==> src/include/fifo_defines.svh <==
// FIFO geometry macros
// Shared by the package and every block that sizes storage or counts
`ifndef FIFO_DEFINES_SVH
`define FIFO_DEFINES_SVH

// Payload width in bits
`define FIFO_WIDTH 8

// Number of entries
// Must stay a power of two so the pointers wrap cleanly
`define FIFO_DEPTH 8

// Pointer and RAM address width
// log2 of the depth
`define FIFO_ADDR_W $clog2(`FIFO_DEPTH)

`endif

==> src/design/fifo_pkg.sv <==
// FIFO types package
// Payload, address and count vectors plus the flag and RAM-write structs
`include "fifo_defines.svh"

package fifo_pkg;

  // One payload word
  typedef logic [`FIFO_WIDTH-1:0] fifo_data_t;
  // RAM address and pointer index
  typedef logic [`FIFO_ADDR_W-1:0] fifo_addr_t;
  // Occupancy or free space, 0 up to the depth inclusive
  typedef logic [`FIFO_ADDR_W:0] fifo_count_t;

  // Status flags, MSB first
  typedef struct packed {
    logic empty;
    logic almost_empty;
    logic half_empty;
    logic not_empty;
    logic not_full;
    logic half_full;
    logic almost_full;
    logic full;
  } fifo_flags_t;

  // Write port bundle from controller to RAM
  typedef struct packed {
    logic       enable;
    fifo_addr_t address;
    fifo_data_t data;
  } ram_write_t;

endpackage

==> src/design/advanced_fifo_controller.sv <==
// FIFO pointer controller
// Tracks write and read pointers and occupancy, issues RAM writes and read address
`timescale 1ns/10ps
`include "fifo_defines.svh"

module advanced_fifo_controller (
  input  logic                  clock,
  input  logic                  rst_n,
  // Synchronous flush, wins over write and read
  input  logic                  flush,
  // Accepted write transfer
  input  logic                  write_enable,
  input  fifo_pkg::fifo_data_t  write_data,
  // Accepted read transfer
  input  logic                  read_enable,
  // Occupancy and free space
  output fifo_pkg::fifo_count_t count,
  output fifo_pkg::fifo_count_t space,
  // RAM interface
  output fifo_pkg::ram_write_t  ram_write,
  output fifo_pkg::fifo_addr_t  read_address
);

  import fifo_pkg::*;

  // Depth as a count value
  localparam fifo_count_t DEPTH_COUNT = fifo_count_t'(`FIFO_DEPTH);
  // Last valid index before wrap
  localparam fifo_addr_t  LAST_ADDR   = fifo_addr_t'(`FIFO_DEPTH - 1);

  // Pointer registers
  fifo_addr_t  write_pointer;
  fifo_addr_t  read_pointer;
  // Next pointer values
  fifo_addr_t  write_pointer_next;
  fifo_addr_t  read_pointer_next;

  // Occupancy register and its next value
  fifo_count_t count_reg;
  fifo_count_t count_next;

  // Transfers that really happen this cycle
  logic        write_accept;
  logic        read_accept;

  // Increment with wrap at the depth
  function automatic fifo_addr_t next_address(input fifo_addr_t address);
    fifo_addr_t result;
    if (address == LAST_ADDR) begin
      result = '0;
    end else begin
      result = address + 1'b1;
    end
    return result;
  endfunction

  // A flush drops any transfer in the same cycle
  assign write_accept = write_enable & ~flush;
  assign read_accept  = read_enable & ~flush;

  // Write pointer advance
  always_comb begin
    write_pointer_next = write_pointer;
    if (write_accept) begin
      write_pointer_next = next_address(write_pointer);
    end
  end

  // Read pointer advance
  always_comb begin
    read_pointer_next = read_pointer;
    if (read_accept) begin
      read_pointer_next = next_address(read_pointer);
    end
  end

  // Occupancy follows write minus read
  always_comb begin
    count_next = count_reg;
    case ({write_accept, read_accept})
      // Push only
      2'b10: count_next = count_reg + 1'b1;
      // Pop only
      2'b01: count_next = count_reg - 1'b1;
      // Idle or push and pop together
      default: count_next = count_reg;
    endcase
  end

  // Pointer and count state
  always_ff @(posedge clock or negedge rst_n) begin
    if (!rst_n) begin
      write_pointer <= '0;
      read_pointer  <= '0;
      count_reg     <= '0;
    end else if (flush) begin
      // Back to empty, both pointers at the start
      write_pointer <= '0;
      read_pointer  <= '0;
      count_reg     <= '0;
    end else begin
      write_pointer <= write_pointer_next;
      read_pointer  <= read_pointer_next;
      count_reg     <= count_next;
    end
  end

  // RAM write at the current write pointer
  always_comb begin
    ram_write.enable  = write_accept;
    ram_write.address = write_pointer;
    ram_write.data    = write_data;
  end

  // Head of the queue
  assign read_address = read_pointer;

  // Status counts
  assign count = count_reg;
  // Free slots left
  assign space = DEPTH_COUNT - count_reg;

endmodule

==> src/design/fifo_status_flags.sv <==
// FIFO status flag generation
// Derives the eight occupancy flags and both threshold statuses from the count
`timescale 1ns/10ps
`include "fifo_defines.svh"

module fifo_status_flags (
  // Current occupancy
  input  fifo_pkg::fifo_count_t count,
  // Programmable thresholds
  input  fifo_pkg::fifo_count_t lower_threshold_level,
  input  fifo_pkg::fifo_count_t upper_threshold_level,
  // Outputs
  output fifo_pkg::fifo_flags_t flags,
  output logic                  lower_threshold_status,
  output logic                  upper_threshold_status
);

  import fifo_pkg::*;

  // Comparison points, all sized to the count
  localparam fifo_count_t FULL_COUNT         = fifo_count_t'(`FIFO_DEPTH);
  localparam fifo_count_t HALF_COUNT         = fifo_count_t'(`FIFO_DEPTH / 2);
  localparam fifo_count_t ALMOST_FULL_COUNT  = fifo_count_t'(`FIFO_DEPTH - 1);
  localparam fifo_count_t ALMOST_EMPTY_COUNT = fifo_count_t'(1);
  localparam fifo_count_t EMPTY_COUNT        = fifo_count_t'(0);

  always_comb begin
    // Empty side
    flags.empty        = (count == EMPTY_COUNT);
    flags.not_empty    = (count != EMPTY_COUNT);
    // At most one entry left
    flags.almost_empty = (count <= ALMOST_EMPTY_COUNT);
    // Half point counts for both halves
    flags.half_empty   = (count <= HALF_COUNT);
    flags.half_full    = (count >= HALF_COUNT);
    // At most one free slot
    flags.almost_full  = (count >= ALMOST_FULL_COUNT);
    // Full side
    flags.full         = (count == FULL_COUNT);
    flags.not_full     = (count != FULL_COUNT);
  end

  // Threshold statuses
  // Inclusive comparisons on both sides
  always_comb begin
    lower_threshold_status = (count <= lower_threshold_level);
    upper_threshold_status = (count >= upper_threshold_level);
  end

endmodule

==> src/design/simple_dual_port_ram.sv <==
// Simple dual-port RAM
// One synchronous write port, one combinational read port
`timescale 1ns/10ps
`include "fifo_defines.svh"

module simple_dual_port_ram (
  input  logic                clock,
  // Write port bundle
  input  fifo_pkg::ram_write_t ram_write,
  // Read port
  input  fifo_pkg::fifo_addr_t read_address,
  output fifo_pkg::fifo_data_t read_data
);

  import fifo_pkg::*;

  // Storage array, one word per entry
  fifo_data_t memory [`FIFO_DEPTH];

  // Write on the rising edge when enabled
  always_ff @(posedge clock) begin
    if (ram_write.enable) begin
      memory[ram_write.address] <= ram_write.data;
    end
  end

  // Zero-latency read
  // Data follows the address within the same cycle
  assign read_data = memory[read_address];

endmodule

==> src/design/valid_ready_advanced_fifo.sv <==
// Valid-ready FIFO top level
// Handshake on both sides around controller, flag block and zero-latency RAM
`timescale 1ns/10ps

module valid_ready_advanced_fifo (
  input  logic                  clock,
  input  logic                  rst_n,
  input  logic                  flush,
  // Write side
  input  fifo_pkg::fifo_data_t  write_data,
  input  logic                  write_valid,
  output logic                  write_ready,
  // Read side
  output fifo_pkg::fifo_data_t  read_data,
  output logic                  read_valid,
  input  logic                  read_ready,
  // Status
  output fifo_pkg::fifo_flags_t flags,
  output fifo_pkg::fifo_count_t level,
  output fifo_pkg::fifo_count_t space,
  // Thresholds
  input  fifo_pkg::fifo_count_t lower_threshold_level,
  output logic                  lower_threshold_status,
  input  fifo_pkg::fifo_count_t upper_threshold_level,
  output logic                  upper_threshold_status
);

  import fifo_pkg::*;

  // Accepted transfer strobes
  logic       write_enable;
  logic       read_enable;

  // Controller to RAM
  ram_write_t ram_write;
  fifo_addr_t read_address;

  // Ready when there is room, valid when there is data
  assign write_ready  = flags.not_full;
  assign read_valid   = flags.not_empty;
  assign write_enable = write_valid & write_ready;
  assign read_enable  = read_valid & read_ready;

  // Pointers and occupancy
  advanced_fifo_controller controller (
    .clock        ( clock        ),
    .rst_n        ( rst_n        ),
    .flush        ( flush        ),
    .write_enable ( write_enable ),
    .write_data   ( write_data   ),
    .read_enable  ( read_enable  ),
    .count        ( level        ),
    .space        ( space        ),
    .ram_write    ( ram_write    ),
    .read_address ( read_address )
  );

  // Flags follow the count combinationally
  fifo_status_flags status (
    .count                  ( level                  ),
    .lower_threshold_level  ( lower_threshold_level  ),
    .upper_threshold_level  ( upper_threshold_level  ),
    .flags                  ( flags                  ),
    .lower_threshold_status ( lower_threshold_status ),
    .upper_threshold_status ( upper_threshold_status )
  );

  // Storage, head word read out directly
  simple_dual_port_ram memory (
    .clock        ( clock        ),
    .ram_write    ( ram_write    ),
    .read_address ( read_address ),
    .read_data    ( read_data    )
  );

endmodule

==> config.mk <==
export PLATFORM = sky130hd
export DESIGN_NAME = valid_ready_advanced_fifo
export DESIGN_NICKNAME = d
export VERILOG_FILES = /design/src/design/fifo_pkg.sv /design/src/design/advanced_fifo_controller.sv /design/src/design/fifo_status_flags.sv /design/src/design/simple_dual_port_ram.sv /design/src/design/valid_ready_advanced_fifo.sv
export VERILOG_INCLUDE_DIRS = /design/src /design/src/include
export SDC_FILE = /design/constraint.sdc
export NUM_CORES = 1
export LEC_CHECK = 0
export CORE_MARGIN = 2
export CORE_UTILIZATION = 63
export CTS_CLUSTER_SIZE = 24
export DETAILED_ROUTE_END_ITERATION = 7
export DONT_BUFFER_PORTS = 1
export PLACE_DENSITY_LB_ADDON = 0.12
export SETUP_SLACK_MARGIN = 0.15
export SYNTH_ARGS = -nofsm -noshare
export SYNTH_HDL_FRONTEND = slang
export SYNTH_SLANG_ARGS = --single-unit
==> constraint.sdc <==
create_clock -name clock -period 2.8 [get_ports clock]
set_input_delay 0.28 -clock clock [delete_from_list [all_inputs] [get_ports clock]]
set_output_delay 0.28 -clock clock [all_outputs]
set_load 0.02 [all_outputs]
==> run_results.csv <==
group,metric,value,unit
outcome,status,"finished, final reports clean",
global_routing,grt_overflow_total,0,
logic_synthesis,synth_flop_cell,"edfxtp_1",
route,wl_per_cell,21.1,um
floorplan,initial_utilization,0.663,
clock_network,cts_tree,"yes",
setup_path,slowest_delay,0.63,ns
setup_path,critPathSlowestCell,"dfrtp_1",
clock_network,cts_resized,0,
power,p_leak,1.45,nW
global_routing,grt_pass1_vias,1976,
placed_design,hpwl,4.44,mm
clock_network,cts.sink_count,74,
power,power.density,886,mW/mm^2
setup_path,cp_top_family,"multiplexers",
worst_hold_path,hp-class,"in2reg",
sta,tns,0,ns
logic_synthesis,ys_ff_latch,74,
route,drt_wl_total,6.47,mm
sta,max_freq,430,MHz
route,drc,0,
route,drt_iter0_markers,120,
setup_path,worstPathRequired,2.52,ns
clock_network,clock_latency,0.34,ns
floorplan,die-area,0.00609,mm^2
clock_network,path_clk_slew,0.08,ns
sta,hold_viol,0,
logic_synthesis,syn-cell-area,0.00345,mm^2
logic_synthesis,async_flop_share,0.135,
global_routing,grt_pass1_wl,10.3,mm
setup_path,cp_num_buf_inv,1,
run,cap_violations,0,
clock_network,cts_hold_buf,3,
route,vias_per_cell,6.05,
placed_design,io_buffer_count,0,
floorplan,core,0.00520,mm^2
logic_synthesis,yosysWarnings,0,
global_routing,grt_max_degree,19,
clock_network,cts_buffer_depth,2,
cells_and_area,diodes,0,
sta,fin_crit_sh,0.830,
setup_path,path_cells,"buf_12, mux4_2, mux2_2",
worst_hold_path,whs_path_depth,1,
sta,period_minus_slack,2.32,ns
cells_and_area,areaGrowthSynthToFinish,11.9,%
floorplan,die_h,78.0,um
sta,final_max_slew_viol_count,0,
power,ir_worst_vdd,0.490,mV
global_routing,grt_util_met1,0.308,
global_routing,grt_busiest_layer,"met2",
route,ant_nets,0,
floorplan,ios,49,
power,total_power,3.42,mW
setup_path,critPathMaxFanout,12,
floorplan,die_w,78.0,um
logic_synthesis,yosysSeqAreaShare,0.629,
route,drt-pass1-iter-count,4,
cells_and_area,drive_above_1_share,0.300,
setup_path,crit_path_start_kind,"flip-flop",
logic_synthesis,mappedNetlistNets,247,
sta,tightest_slew,0.825,ns
setup_path,worstRegToRegCells,7,
sta,fin_skew,0.00808,ns
global_routing,grt_use_met2,0.384,
floorplan,rows,26,
global_routing,track_usage,0.235,
logic_synthesis,synth_edf_count,64,
logic_synthesis,syn-mean-instance-area,16.4,um^2
sta,final-setup-viol-count,0,
setup_path,critical_path_cell_count,3,
cells_and_area,largest_reg_flops,64,
clock_network,cts_root_buf,"clkbuf_8",
route,vias,1857,
placed_design,gp_congestion,0.817,
sta,slew_headroom,0.450,
cells_and_area,final_nets,269,
setup_path,end_kind,"primary output",
logic_synthesis,synth_cell_type_count,45,
clock_network,postCtsSetupRepairBufs,0,
setup_path,arrival,2.04,ns
setup_path,worst-setup-path-type,"reg2out",
clock_network,htree_num_levels,3,
logic_synthesis,syn-instance-count,210,
sta,rsz0062_at_grt,"false",
global_routing,antenna_found_initial,0,
global_routing,grtUsageMet3,0.0644,
clock_network,numCtsBuffers,9,
cells_and_area,fin_util,0.742,
[synthesized netlist by cell type, types with 2 or more instances]
master	count	area (um^2)
nor2_1	10	37.5
nor3_1	3	15.0
mux4_2	16	360
or3_1	2	12.5
buf_4	4	30.0
or2_2	2	12.5
nand2_1	12	45.0
nand4_1	3	18.8
dfrtp_1	10	250
edfxtp_1	64	1920
nand3b_1	2	15.0
inv_1	10	37.5
ha_1	16	200
nand2b_1	3	18.8
buf_6	4	45.0
a21oi_1	8	40.0
nor2b_1	2	12.5
a21o_1	4	30.0
mux2_2	8	90.1
o21a_1	2	15.0
[cells by family (layout without fill, tap and decap cells)]
logic type,Yosys count,in the layout,synth area share
xor gates and xnor gates,3,3,0.0116
AOI/OAI and AO/OA,21,21,0.0446
and+or+nand+nor,47,47,0.0790
buffers and inverters,24,51,0.0424
adders and majority gates,16,16,0.0580
muxes,25,25,0.135
DFF,74,74,0.629
[per-layer routing]
layer	routed length [um]	share of wire
met1	2550	0.39
met2	3320	0.51
met3	496	0.077
met4	101	0.016
met5	0	0
[report_power, final]
group	internal, mW	switching, mW	total, mW
Clock	0.510	0.399	0.908
Combinational	0.478	0.708	1.19
Sequential	1.25	0.0791	1.33
Total	2.24	1.19	3.42
[area by class of cell]
cell class              count  area (um^2)
clock buffers               9          124
well taps                  70         87.6
inverters                  11         42.5
clock inverters             7         98.8
repair buffers             24          200
flip-flops and latches     74         2170
fillers                   330         1340
multi-input cells         112         1140
[stage by stage]
stage | setup slack [ns] | cell area, um^2 | hold WS (ns) | cells
detailed placement | 0.515 | 3610 | -0.0152 | 288
floorplan | 0.254 | 3460 | -0.0156 | 210
global placement | 0.634 | 3610 | -0.0153 | 288
finish | 0.476 | 3860 | 0.0218 | 307
CTS | 0.425 | 3860 | 0.00470 | 307
global route | 0.351 | 3860 | 0.00173 | 307
[final timing paths]
kind	slack, ns	start	to
max	0.48	controller.read_address[0]$_DFFE_PN0P_	read_data[2]
min	0.02	flush	controller.count[1]$_DFFE_PN0P_
max reg2reg	0.49	controller.count[0]$_DFFE_PN0P_	memory.memory[2][2]$_DFFE_PP_
min reg2reg	0.59	controller.write_pointer[0]$_DFFE_PN0P_	controller.write_pointer[0]$_DFFE_PN0P_
max in group asynchronous	2.16	rst_n	controller.read_address[2]$_DFFE_PN0P_
min in group asynchronous	0.33	rst_n	controller.write_pointer[2]$_DFFE_PN0P_
[layout by cell type, fill, tap and decap left out, types with 3 or more instances in the layout]
cell,Yosys,final
buf_4,4,20
nand2b_1,3,3
edfxtp_1,64,64
nand2_1,12,12
ha_1,16,16
nor2_1,10,10
nand4_1,3,3
dfrtp_1,10,10
inv_6,0,3
mux4_2,16,16
dlygate4sd3_1,0,3
a21o_1,4,4
a21oi_1,8,8
mux2_2,8,8
inv_1,10,10
clkbuf_8,0,9
Power figures use the tool's default switching activity.
